$ cat src/acc_pkg.sv
package acc_pkg;

  // ************************************************************
  // field widths
  // ************************************************************
  localparam int ADDR_W = 32;
  localparam int QTD_W = 16;
  localparam int QID_W = 8;
  localparam int TAG_W = 8;
  localparam int DATA_W = 64;

  typedef logic [ADDR_W-1:0] addr_t;  // one cache line per address.
  typedef logic [QTD_W-1:0] qtd_t;
  typedef logic [QID_W-1:0] qid_t;
  typedef logic [TAG_W-1:0] tag_t;  // a tag is the queue id.
  typedef logic [DATA_W-1:0] data_t;
  typedef logic [ADDR_W+QTD_W+QID_W-1:0] conf_t;
  typedef logic [1:0] conf_cmd_t;

  localparam conf_cmd_t CONF_LOAD = 2'd1;

  // ************************************************************
  // configuration word layout, address on top, queue id at bit 0
  // ************************************************************
  localparam int CONF_QID_LSB = 0;
  localparam int CONF_QTD_LSB = CONF_QID_LSB + QID_W;
  localparam int CONF_ADDR_LSB = CONF_QTD_LSB + QTD_W;

endpackage

$ cat src/mem_rd_if.sv
`timescale 1ns/1ps

interface mem_rd_if;

  logic available_read;  // grant from the arbiter.
  logic request_read;  // one-cycle strobe.
  logic [acc_pkg::ADDR_W+acc_pkg::TAG_W-1:0] request_data;  // address above tag.
  logic has_pending;

  modport queue (
    input  available_read,
    output request_read,
    output request_data,
    output has_pending
  );

  modport arb (
    output available_read,
    input  request_read,
    input  request_data,
    input  has_pending
  );

endinterface

$ cat src/input_queue_controller.sv
`timescale 1ns/1ps

module input_queue_controller #(
  parameter int ID_QUEUE = 0,
  parameter int FIFO_DEPTH_BITS = 4
) (
  input  logic clk,
  input  logic rst,
  input  logic start,
  input  acc_pkg::conf_cmd_t conf_valid,
  input  acc_pkg::conf_t conf,
  input  logic rd_valid,
  input  acc_pkg::tag_t rd_tag,
  input  acc_pkg::data_t rd_data,
  input  logic user_rd_en,
  mem_rd_if.queue req,
  output logic user_avail,
  output acc_pkg::data_t user_data,
  output logic user_valid,
  output logic done
);

  localparam int FIFO_DEPTH = 2 ** FIFO_DEPTH_BITS;
  localparam acc_pkg::qid_t QID = acc_pkg::qid_t'(ID_QUEUE);
  localparam acc_pkg::tag_t TAG = acc_pkg::tag_t'(ID_QUEUE);

  acc_pkg::conf_t conf_reg;
  logic conf_read;
  logic conf_ready;
  logic addr_init;
  acc_pkg::addr_t addr_base;
  acc_pkg::addr_t addr_next;
  acc_pkg::qtd_t qtd_lines;
  acc_pkg::qtd_t count_req;
  acc_pkg::qtd_t count_rcv;
  logic [FIFO_DEPTH_BITS:0] outstanding;
  logic [FIFO_DEPTH_BITS+1:0] occupancy;
  logic fifo_we;
  acc_pkg::data_t fifo_din;
  logic [FIFO_DEPTH_BITS:0] fifo_count;
  logic fifo_empty;
  logic fifo_almostempty;
  logic configured;
  logic all_requested;
  logic fifo_fit;
  logic issue;
  logic rd_match;

  sync_fifo #(
    .FIFO_DEPTH_BITS(FIFO_DEPTH_BITS),
    .ALMOSTFULL_THRESHOLD(FIFO_DEPTH - 4),
    .ALMOSTEMPTY_THRESHOLD(2)
  ) u_fifo (
    .clk(clk),
    .rst(rst),
    .we(fifo_we),
    .din(fifo_din),
    .re(user_rd_en),
    .valid(user_valid),
    .dout(user_data),
    .count(fifo_count),
    .empty(fifo_empty),
    .full(),
    .almostfull(),
    .almostempty(fifo_almostempty)
  );

  assign configured = conf_ready && !addr_init;  // base address is loaded.
  assign all_requested = (count_req >= qtd_lines);
  assign occupancy = {1'b0, outstanding} + {1'b0, fifo_count};
  assign fifo_fit = (occupancy < FIFO_DEPTH);  // every outstanding read has a slot.
  assign issue = start && configured && !all_requested && req.available_read &&
                 fifo_fit && !req.request_read;
  assign rd_match = rd_valid && (rd_tag == TAG);
  assign done = start && conf_ready && (count_rcv >= qtd_lines) && (outstanding == '0);

  // near empty, a read in this cycle may take the last line.
  assign user_avail = fifo_almostempty ? (!fifo_empty && !user_rd_en) : 1'b1;

  // ************************************************************
  // configuration capture and id filter
  // ************************************************************
  always_ff @(posedge clk) begin
    if (conf_valid == acc_pkg::CONF_LOAD) begin
      conf_reg <= conf;
    end
    if (conf_read && (conf_reg[acc_pkg::CONF_QID_LSB +: acc_pkg::QID_W] == QID)) begin
      addr_base <= conf_reg[acc_pkg::CONF_ADDR_LSB +: acc_pkg::ADDR_W];
      qtd_lines <= conf_reg[acc_pkg::CONF_QTD_LSB +: acc_pkg::QTD_W];
    end
  end

  always_ff @(posedge clk) begin
    if (rst) begin
      conf_read <= 1'b0;
      conf_ready <= 1'b0;
    end else begin
      conf_read <= (conf_valid == acc_pkg::CONF_LOAD);
      if (conf_read && (conf_reg[acc_pkg::CONF_QID_LSB +: acc_pkg::QID_W] == QID)) begin
        conf_ready <= 1'b1;
      end
    end
  end

  // ************************************************************
  // request side
  // ************************************************************
  always_ff @(posedge clk) begin
    if (rst) begin
      addr_init <= 1'b1;
      count_req <= '0;
      req.request_read <= 1'b0;
    end else begin
      req.request_read <= issue;
      if (conf_ready && addr_init) begin
        addr_next <= addr_base;
        addr_init <= 1'b0;
      end else if (req.request_read) begin
        addr_next <= addr_next + 1'b1;  // lines are consecutive.
        count_req <= count_req + 1'b1;
      end
    end
  end

  always_ff @(posedge clk) begin
    if (issue) begin
      req.request_data <= {addr_next, TAG};
    end
  end

  always_ff @(posedge clk) begin
    if (rst) begin
      outstanding <= '0;
      req.has_pending <= 1'b0;
    end else begin
      req.has_pending <= (outstanding != '0);
      case ({fifo_we, req.request_read})
        2'b01: outstanding <= outstanding + 1'b1;
        2'b10: outstanding <= outstanding - 1'b1;
        default: outstanding <= outstanding;
      endcase
    end
  end

  // ************************************************************
  // response side
  // ************************************************************
  always_ff @(posedge clk) begin
    if (rst) begin
      fifo_we <= 1'b0;
      count_rcv <= '0;
    end else begin
      fifo_we <= rd_match;
      if (rd_match) begin
        count_rcv <= count_rcv + 1'b1;
      end
    end
  end

  always_ff @(posedge clk) begin
    if (rd_match) begin
      fifo_din <= rd_data;
    end
  end

endmodule

$ cat src/rd_req_arbiter.sv
`timescale 1ns/1ps

module rd_req_arbiter #(
  parameter int NUM_QUEUES = 2
) (
  input  logic clk,
  input  logic rst,
  input  logic mem_ready,
  mem_rd_if.arb req [NUM_QUEUES],
  output logic mem_req_valid,
  output acc_pkg::addr_t mem_req_addr,
  output acc_pkg::tag_t mem_req_tag
);

  localparam int PTR_W = (NUM_QUEUES > 1) ? $clog2(NUM_QUEUES) : 1;
  localparam int REQ_W = acc_pkg::ADDR_W + acc_pkg::TAG_W;

  logic [PTR_W-1:0] ptr;
  logic [PTR_W-1:0] cand;
  logic [PTR_W-1:0] ptr_next;
  logic [NUM_QUEUES-1:0] gnt_vec;
  logic [NUM_QUEUES-1:0] gnt_q;
  logic [NUM_QUEUES-1:0] req_vec;
  logic [NUM_QUEUES-1:0] pend_vec;
  logic [NUM_QUEUES-1:0] unused;
  logic [NUM_QUEUES-1:0] unused_now;
  logic [NUM_QUEUES-1:0] cand_mask;
  logic [REQ_W-1:0] req_data [NUM_QUEUES];
  logic [REQ_W-1:0] req_mux;
  logic skip;

  function automatic logic [PTR_W-1:0] next_idx(input logic [PTR_W-1:0] p);
    if (p == PTR_W'(NUM_QUEUES - 1)) begin
      return '0;
    end
    return p + 1'b1;
  endfunction

  for (genvar i = 0; i < NUM_QUEUES; i++) begin : g_port
    assign gnt_vec[i] = mem_ready && (ptr == PTR_W'(i));  // one-hot by construction.
    assign req[i].available_read = gnt_vec[i];
    assign req_vec[i] = req[i].request_read;
    assign pend_vec[i] = req[i].has_pending;
    assign req_data[i] = req[i].request_data;
  end

  // a grant is known unused one cycle later, when no request followed it.
  assign unused_now = (gnt_q & ~req_vec) | (unused & ~gnt_q);
  assign cand = next_idx(ptr);
  assign cand_mask = NUM_QUEUES'(1) << cand;
  assign skip = unused_now[cand] && ((pend_vec & ~cand_mask) != '0);
  assign ptr_next = skip ? next_idx(cand) : cand;

  always_ff @(posedge clk) begin
    if (rst) begin
      ptr <= '0;
      gnt_q <= '0;
      unused <= '0;
    end else begin
      gnt_q <= gnt_vec;
      if (mem_ready) begin
        ptr <= ptr_next;
        unused <= skip ? (unused_now & ~cand_mask) : unused_now;  // skip only once.
      end else begin
        unused <= unused_now;
      end
    end
  end

  // ************************************************************
  // AND-OR mux of the granted request onto the memory port
  // ************************************************************
  always_comb begin
    req_mux = '0;
    for (int i = 0; i < NUM_QUEUES; i++) begin
      req_mux = req_mux | ({REQ_W{req_vec[i]}} & req_data[i]);
    end
  end

  assign mem_req_valid = |req_vec;
  assign mem_req_addr = req_mux[REQ_W-1 -: acc_pkg::ADDR_W];
  assign mem_req_tag = req_mux[acc_pkg::TAG_W-1:0];

endmodule

$ cat src/read_subsystem.sv
`timescale 1ns/1ps

module read_subsystem #(
  parameter int NUM_QUEUES = 2,
  parameter int FIFO_DEPTH_BITS = 4
) (
  input  logic clk,
  input  logic rst,
  input  logic start,
  input  acc_pkg::conf_cmd_t conf_valid,
  input  acc_pkg::conf_t conf,
  input  logic mem_ready,
  input  logic rd_valid,
  input  acc_pkg::tag_t rd_tag,
  input  acc_pkg::data_t rd_data,
  input  logic [NUM_QUEUES-1:0] user_rd_en,
  output logic mem_req_valid,
  output acc_pkg::addr_t mem_req_addr,
  output acc_pkg::tag_t mem_req_tag,
  output logic [NUM_QUEUES-1:0] user_avail,
  output acc_pkg::data_t [NUM_QUEUES-1:0] user_data,
  output logic [NUM_QUEUES-1:0] user_valid,
  output logic done
);

  logic [NUM_QUEUES-1:0] done_vec;

  mem_rd_if rd_if [NUM_QUEUES] ();

  for (genvar i = 0; i < NUM_QUEUES; i++) begin : g_queue
    input_queue_controller #(
      .ID_QUEUE(i),
      .FIFO_DEPTH_BITS(FIFO_DEPTH_BITS)
    ) u_queue (
      .clk(clk),
      .rst(rst),
      .start(start),
      .conf_valid(conf_valid),
      .conf(conf),
      .rd_valid(rd_valid),
      .rd_tag(rd_tag),
      .rd_data(rd_data),
      .user_rd_en(user_rd_en[i]),
      .req(rd_if[i]),
      .user_avail(user_avail[i]),
      .user_data(user_data[i]),
      .user_valid(user_valid[i]),
      .done(done_vec[i])
    );
  end

  rd_req_arbiter #(
    .NUM_QUEUES(NUM_QUEUES)
  ) u_arb (
    .clk(clk),
    .rst(rst),
    .mem_ready(mem_ready),
    .req(rd_if),
    .mem_req_valid(mem_req_valid),
    .mem_req_addr(mem_req_addr),
    .mem_req_tag(mem_req_tag)
  );

  assign done = &done_vec;  // all queues have finished their runs.

endmodule

$ cat src/sync_fifo.sv
`timescale 1ns/1ps

module sync_fifo #(
  parameter int FIFO_DEPTH_BITS = 4,
  parameter int ALMOSTFULL_THRESHOLD = 12,
  parameter int ALMOSTEMPTY_THRESHOLD = 2
) (
  input  logic clk,
  input  logic rst,
  input  logic we,
  input  acc_pkg::data_t din,
  input  logic re,
  output logic valid,
  output acc_pkg::data_t dout,
  output logic [FIFO_DEPTH_BITS:0] count,
  output logic empty,
  output logic full,
  output logic almostfull,
  output logic almostempty
);

  localparam int DEPTH = 2 ** FIFO_DEPTH_BITS;

  acc_pkg::data_t mem [DEPTH];
  logic [FIFO_DEPTH_BITS-1:0] wr_ptr;
  logic [FIFO_DEPTH_BITS-1:0] rd_ptr;
  logic do_wr;
  logic do_rd;

  assign do_wr = we && !full;  // a write to a full FIFO is dropped.
  assign do_rd = re && !empty;

  assign empty = (count == '0);
  assign full = (count == DEPTH);
  assign almostfull = (count >= ALMOSTFULL_THRESHOLD);
  assign almostempty = (count <= ALMOSTEMPTY_THRESHOLD);

  always_ff @(posedge clk) begin
    if (do_wr) begin
      mem[wr_ptr] <= din;
    end
  end

  always_ff @(posedge clk) begin
    if (do_rd) begin
      dout <= mem[rd_ptr];  // registered read port.
    end
  end

  always_ff @(posedge clk) begin
    if (rst) begin
      wr_ptr <= '0;
      rd_ptr <= '0;
      count <= '0;
      valid <= 1'b0;
    end else begin
      valid <= do_rd;
      if (do_wr) begin
        wr_ptr <= wr_ptr + 1'b1;  // pointers wrap at the depth.
      end
      if (do_rd) begin
        rd_ptr <= rd_ptr + 1'b1;
      end
      case ({do_wr, do_rd})
        2'b10: count <= count + 1'b1;
        2'b01: count <= count - 1'b1;
        default: count <= count;
      endcase
    end
  end

endmodule

$ cat config.mk
export PLATFORM = sky130hd
export DESIGN_NAME = read_subsystem
export DESIGN_NICKNAME = d
export VERILOG_FILES = /design/src/acc_pkg.sv /design/src/mem_rd_if.sv /design/src/input_queue_controller.sv /design/src/rd_req_arbiter.sv /design/src/read_subsystem.sv /design/src/sync_fifo.sv
export SDC_FILE = /design/constraint.sdc
export NUM_CORES = 2
export LEC_CHECK = 0
export BUFFER_PORTS_ARGS = -buffer_cell sky130_fd_sc_hd__buf_2
export CORE_ASPECT_RATIO = 0.5
export CORE_MARGIN = 8
export CORE_UTILIZATION = 25
export DETAILED_ROUTE_END_ITERATION = 8
export PLACE_DENSITY = 0.43
export SLEW_MARGIN = 20
export SYNTH_ARGS = -nofsm -noshare
export SYNTH_HDL_FRONTEND = slang
export SYNTH_SLANG_ARGS = --single-unit
$ cat constraint.sdc
create_clock -name clk -period 11.84 [get_ports clk]
set_input_delay 2.368 -clock clk [delete_from_list [all_inputs] [get_ports clk]]
set_output_delay 2.368 -clock clk [all_outputs]
set_load 0.01 [all_outputs]
[Yosys cells after proc, flatten, opt, wreduce, memory -nomap -nowiden]
Memories as Yosys holds them, arrays and structs flattened. A register that Yosys moved wholly into a read port is not among the register bits.
Cells that the tools add are included.
Widths: inputs -> output; s select.
Cells by class
  add/sub/neg operators: 22
  magnitude comparators: 9
  equal/unequal tests: 13
  shift operators: 1
  muxes and demuxes: 25
  bitwise gates (word level): 15
  reductions and logical operators: 66
Operators by type and width (count)
  $mux 32: 4
  $and 40x40->40: 2
  $add 16x1->16 const B: 4
  $add 32x1->32 const B: 2
  $ge 16x16->1: 4
  $or 40x40->40: 1
  $pmux 5 s2: 4
  $logic_and 1x1->1: 33
  $add 5x1->5 const B: 4
  $logic_not 5->1: 4
  $sub 5x1->5 const B: 4
  $add 4x1->4 const B: 4
  $eq 8x1->1 const B: 2
  $logic_not 8->1: 2
  $mux 1: 15
  $reduce_bool 2->1: 7
  $add 5x5->6: 2
  $logic_not 1->1: 12
  $lt 6x5->1 const B: 2
  $eq 2x1->1 const B: 5
  $eq 5x5->1 const B: 2
  $le 5x2->1 const B: 2
  $reduce_and 2->1: 5
  $reduce_bool 5->1: 2
  other kinds (10): 23
Storage, ports and cells
  register bits after elaboration: 526
  bits in writable memories: 2048
  input port bits: 137
  logic and storage cells: 192
  memories: 2
Memories
  g_queue[0].u_queue.u_fifo.mem: words 16, bits a word 64, rd ports 1, clocked after Yosys merged registers in 1, wr ports 1, RTL line sync_fifo.sv:24  | acc_pkg::data_t mem [DEPTH];
  g_queue[1].u_queue.u_fifo.mem: words 16, bits a word 64, rd ports 1, clocked after Yosys merged registers in 1, wr ports 1, RTL line sync_fifo.sv:24

[Depth between registers and ports, before layout]
  depth in word-level cells: 9
  mapped depth: 12

[Cells and area by module]
Synthesis repeated with hierarchy kept, for this count alone.
Unflattened totals
  cells, all modules: 5023
  area, all modules: 104255.0 um^2
Modules (own cells, without submodules)
  sync_fifo (g_queue[1].u_queue.u_fifo): instances 1, cells each 1735, area each 41019.3 um^2, seq. area each 32951.6 um^2
  sync_fifo (g_queue[0].u_queue.u_fifo): instances 1, cells each 1735, area each 41010.6 um^2, seq. area each 32951.6 um^2
  input_queue_controller (g_queue[1].u_queue): instances 1, cells each 741, area each 10859.2 um^2, seq. area each 7827.5 um^2
  input_queue_controller (g_queue[0].u_queue): instances 1, cells each 737, area each 10736.5 um^2, seq. area each 7827.5 um^2
  rd_req_arbiter: instances 1, cells each 74, area each 623.1 um^2, seq. area each 100.1 um^2
  read_subsystem: instances 1, cells each 1, area each 6.3 um^2, seq. area each 0.0 um^2

[Worst setup path after synthesis]
No wires, ideal clock.
  kind: input -> register
  from: input port user_rd_en[0]
  to: register g_queue[0].u_queue.u_fifo.count[4]
  setup time: 70 ps
  arrival time: 6266 ps
  data required time: 11770 ps
  setup slack: 5503 ps
  stages on the path: 10
  path buffers: 1
  cell sequence: o21a_1 clkbuf_1 ha_1 inv_1 fa_1 nor2b_1 o21ai_0 and3_1 or4_1 a21oi_1
Between the ends
  longest elaborated chain between the ends: 3
RTL lines
  start: declaration: RTL line read_subsystem.sv:16  | input logic [NUM_QUEUES-1:0] user_rd_en,
  $logic_and 1x1->1 (*): RTL line sync_fifo.sv:31  | assign do_rd = re && !empty;
  named net g_queue[0].u_queue.u_fifo.do_rd: RTL line sync_fifo.sv:28  | logic do_rd;
  $eq 2x1->1 / $eq 2x2->1 (equally long branches): RTL line sync_fifo.sv:64  | case ({do_wr, do_rd})
  $pmux 5 s2 / $reduce_bool 2->1 (equally long branches)
  end signal: assignment: RTL line sync_fifo.sv:65  | 2'b10: count <= count + 1'b1;
  end signal: assignment: RTL line sync_fifo.sv:66  | 2'b01: count <= count - 1'b1;
  end signal: assignment: RTL line sync_fifo.sv:67  | default: count <= count;
  end: declaration: RTL line sync_fifo.sv:15  | output logic [FIFO_DEPTH_BITS:0] count,
Mark *: on every way through the listed nets, which the timed path passes. The rest lies on a longest branch.
A chain may end at the register's enable or synchronous reset.

[Worst setup path after layout]
  from: input port start
  to: output port done
Between the ends
  longest elaborated chain between the ends: 4
RTL lines
  start: declaration: RTL line read_subsystem.sv:9  | input logic start,
  $logic_and 1x1->1 (3 in a row): RTL line input_queue_controller.sv:75  | assign done = start && conf_ready && (count_rcv >= qtd_lines) && (outstanding == '0);
  $reduce_and 2->1 (*): RTL line read_subsystem.sv:64  | assign done = &done_vec;
  end: declaration: RTL line read_subsystem.sv:23  | output logic done
Mark *: on every way between the ends. The rest lies on a longest branch, timed or not.

==> results_tabular.tex <==
\begin{tabular}{lr}
\hline
Metric & Value \\
\hline
\multicolumn{2}{l}{\textbf{Clock network}} \\
Total clock sinks & 2,702 \\
Number of buffers inserted during clock tree synthesis & 278 \\
Clock root buffer & sky130\_fd\_sc\_hd\_\_clkbuf\_16 \\
Source-to-sink clock delay at the later pin of the worst-skew pair & 0.87 ns \\
Hold\_buf cts & 0 \\
Resized Gates After CTS & 0 \\
Clock Tree Buf Depth & 4 \\
Number of setup buffers added after CTS & 0 \\
Number of H-tree levels & 5 \\
Clock transition at the registers of the reported paths & 0.06 ns \\
Clock tree from TritonCTS & yes \\
\multicolumn{2}{l}{\textbf{Drt}} \\
Vias & 47,800 \\
DRC violation count after routing & 0 \\
Number of routed nets with antenna violations & 0 \\
Post-detailed-routing wire length & 277,000 um \\
Violation count after the first detailed-route iteration & 3,984 \\
Via-to-Cell Ratio & 4.43 \\
1st-pass router iterations & 5 \\
Wire length per cell after detailed routing & 25.7 um \\
\multicolumn{2}{l}{\textbf{Global routing}} \\
Number of antenna violations at the first check in global routing & 64 \\
Pin count of the biggest net entering global routing & 160 \\
Total routing resource utilization after global routing & 12.5\% \\
Remaining global-route overflow & 0 \\
Global-route wire length before repair & 389,000 um \\
Via count of the first global-routing pass & 50,700 \\
\multicolumn{2}{l}{\textbf{Pwr}} \\
Cell-internal power & 0.0151 W \\
Relative contribution of combinational cells to total power & 0.5\% \\
Leakage power figure & 36.4 nW \\
Sequential fraction of design power & 54.8\% \\
Net switching power & 0.00373 W \\
Switching part of the total & 19.8\% \\
Pwr dens & 158 nW/um\^{}2 \\
Clock group share of total power & 44.7\% \\
Peak supply drop & 0.108 mV \\
\multicolumn{2}{l}{\textbf{Logic synthesis}} \\
Top post-synthesis cells by area & sky130\_fd\_sc\_hd\_\_edfxtp\_1 76\%, sky130\_fd\_sc\_hd\_\_mux4\_2 14\%, sky130\_fd\_sc\_hd\_\_dfxtp\_1 2.3\%, sky130\_fd\_sc\_hd\_\_ha\_1 1.3\%, sky130\_fd\_sc\_hd\_\_xor2\_1 0.75\% \\
Xor and xnor area share after synthesis & 1.10\% \\
Fraction of synthesized area in multiplexers & 14.2\% \\
Synth warnings & 0 \\
Prevailing post-synth register cell & sky130\_fd\_sc\_hd\_\_edfxtp\_1 \\
Adder-Cell Fraction of Synth Area & 1.37\% \\
Synthesized area & 102,000 um\^{}2 \\
Share of synthesized cell area in and, or, nand and nor gates & 2.65\% \\
Sequential cell area fraction in the yosys report & 78.2\% \\
Dominant combinational cell family by area after synthesis & multiplexers \\
Share of flip-flops with an asynchronous set or reset after synthesis & 0\% \\
Fraction of post-synthesis cell area in the top cell type by area & 75.9\% \\
Number of instances in the synthesized netlist & 4,627 \\
Count of distinct cell types in the synthesized netlist & 61 \\
Top cell type by total area after synthesis & sky130\_fd\_sc\_hd\_\_edfxtp\_1 \\
Average instance area after synthesis & 22.1 um\^{}2 \\
Number of synthesized flops with an enable pin & 2,584 \\
Complex-gate fraction of the synthesized area & 1.33\% \\
Count of state elements after synthesis & 2,702 \\
\multicolumn{2}{l}{\textbf{Placement}} \\
Port bufs & 303 \\
Number of placed instances with taps included & 10,300 \\
GPL Wtd Cong & 0.725 \\
Detailed Place HPWL & 153,000 um \\
Placed standard-cell area & 111,000 um\^{}2 \\
\multicolumn{2}{l}{\textbf{Die}} \\
Number of primary I/O pins & 311 \\
Die extent in y & 468 um \\
Die boundary width & 921 um \\
Core area & 408,000 um\^{}2 \\
Floorplan die area & 431,000 um\^{}2 \\
Cell Rows & 166 \\
Effective utilization at floorplan & 25.1\% \\
\multicolumn{2}{l}{\textbf{STA}} \\
Crit path time final & 5.57 ns \\
RSZ-0062 raised after global routing & no \\
Highest Clock Rate & 180 MHz \\
Final Cycle Share & 47.0\% \\
Worst slew slack as a fraction of its limit & 22.4\% \\
Final Hold Fails & 0 \\
Transition time at the pin with the least slew margin & 1.16 ns \\
Max-slew violation total from the final report & 0 \\
Clock Skew & 0.0781 ns \\
Final setup violation count & 0 \\
Setup TNS & 0 ns \\
\multicolumn{2}{l}{\textbf{Critical path}} \\
Type of element capturing the critical path & output port \\
Type of the setup path with the least slack & input port to output port \\
Required time worst endpoint & 9.47 ns \\
Crit-path max FO & 2 \\
Arrival time reported for the critical path endpoint & 3.20 ns \\
CP Launch Type & input port \\
\multicolumn{2}{l}{\textbf{Final layout}} \\
Max reg flops & 2,048 \\
Net total in the final layout & 5,348 \\
Non-filler instance count after layout & 10,800 \\
Area delta synth->final & 16.9\% \\
Total non-filler cell area in the finished layout & 120,000 um\^{}2 \\
Core utilization of the finished layout & 29.3\% \\
Register containing the most flip-flops in the final layout & g\_queue.u\_queue.u\_fifo.mem \\
Share of final-layout standard cells stronger than drive strength 1 & 27.9\% \\
Registers with the most flip-flops & g\_queue.u\_queue.u\_fifo.mem (2048), g\_queue.u\_queue.fifo\_din (128), g\_queue.u\_queue.u\_fifo.dout (128) \\
\multicolumn{2}{l}{\textbf{Outcome}} \\
Status & completed \\
\multicolumn{2}{l}{\textbf{Run}} \\
Max cap viols & 0 \\
\multicolumn{2}{l}{\textbf{Worst hold path}} \\
Worst min path class & flip-flop to flip-flop \\
\hline
\end{tabular}
## placed cells by master (no fill, tap or decap), drive strengths merged, types with 52 or more instances in the layout
master  Yosys  layout
nand4      52      52
nand2      99      99
nor2      167     167
clkbuf    134     347
edfxtp   2584    2584
xor2       88      88
buf        84     408
clkinv      0     107
inv        69      75
ha        104     104
a21oi      80      80
mux4      640     640
dfxtp     118     118
## metrics by stage
step	hold slack (ns)	worst slack, ns	total power (W)
2_1_floorplan	0.417	5.50	0.0106
6_report	0.448	6.27	0.0189
3_5_place_dp	0.429	6.23	0.0107
5_1_grt	0.417	6.22	0.0195
4_1_cts	0.411	6.23	0.0192
3_3_place_gp	0.426	6.15	0.0107
## critical path, stage by stage
cell,delay [ns]
sky130_fd_sc_hd__buf_2,0.10
sky130_fd_sc_hd__and2_1,0.14
sky130_fd_sc_hd__nand4_1,0.10
sky130_fd_sc_hd__a221oi_1,0.29
sky130_fd_sc_hd__buf_2,0.20
## power groups by stage
stage | registers, W | clock network [W] | logic (W)
after floorplan | 0.0106 | 0 | 0.0000223
after global placement | 0.0106 | 0 | 0.0000941
after detailed placement | 0.0106 | 0 | 0.0000935
after CTS | 0.0104 | 0.00872 | 0.0000945
after global routing | 0.0104 | 0.00904 | 0.0000977
final | 0.0104 | 0.00844 | 0.0000905
## kinds of logic (layout without fill, tap and decap cells)
kind of cell / count (synthesis) / count (layout)
mux: 652 / 652
fa+ha+maj: 110 / 110
simple gates: 531 / 531
other cells: 1 / 16
compound gates: 216 / 216
xor+xnor: 128 / 128
buf+inv: 287 / 960
flops: 2702 / 2702
## cells in the mapped netlist (14+ instances only)
| cell | instances |
|---|---|
| sky130_fd_sc_hd__nor2b_1 | 18 |
| sky130_fd_sc_hd__dfxtp_1 | 118 |
| sky130_fd_sc_hd__nor2_1 | 167 |
| sky130_fd_sc_hd__xnor2_1 | 40 |
| sky130_fd_sc_hd__buf_2 | 50 |
| sky130_fd_sc_hd__and4_1 | 25 |
| sky130_fd_sc_hd__mux4_2 | 640 |
| sky130_fd_sc_hd__nand3_1 | 50 |
| sky130_fd_sc_hd__a21o_1 | 14 |
| sky130_fd_sc_hd__edfxtp_1 | 2584 |
| sky130_fd_sc_hd__xor2_1 | 88 |
| sky130_fd_sc_hd__nand4_1 | 52 |
| sky130_fd_sc_hd__a22o_1 | 32 |
| sky130_fd_sc_hd__inv_1 | 69 |
| sky130_fd_sc_hd__clkbuf_1 | 134 |
| sky130_fd_sc_hd__nor3_1 | 27 |
| sky130_fd_sc_hd__o21ai_0 | 48 |
| sky130_fd_sc_hd__buf_1 | 21 |
| sky130_fd_sc_hd__a21oi_1 | 80 |
| sky130_fd_sc_hd__and3_1 | 34 |
| sky130_fd_sc_hd__ha_1 | 104 |
| sky130_fd_sc_hd__nand2_1 | 98 |
## metal layers
layer / wire [um] / track usage (%) / up-vias
li1: - / - / 20200
met1: 119000 / 16.3 / 26100
met2: 141000 / 22.1 / 1114
met3: 11700 / 1.77 / 361
met4: 6090 / 2.84 / 0
met5: 0 / 0 / -
## final timing paths
path | start | cells after the start | endpoint | slack (ns)
worst max-delay path | start | 5 | done | 6.27
worst min-delay path | g_queue[1].u_queue.conf_reg[54] | 0 | g_queue[0].u_queue.addr_base[30] | 0.45
worst max register to register | g_queue[1].u_queue.u_fifo.rd_ptr[0] | 4 | g_queue[1].u_queue.u_fifo.dout[47] | 7.71
worst min register to register | g_queue[1].u_queue.conf_reg[54] | 0 | g_queue[0].u_queue.addr_base[30] | 0.45
## area by class of cell
cell class              count  area [um^2]
multi-input cells        1644        21400
well taps                5460         6830
repair buffers            408         2450
fillers                 39600       289000
clock buffers             347         7480
flip-flops and latches   2702        80000
diodes                      9         22.5
inverters                  69          259
clock inverters           136         1050
(Power assumes the default switching activity.)
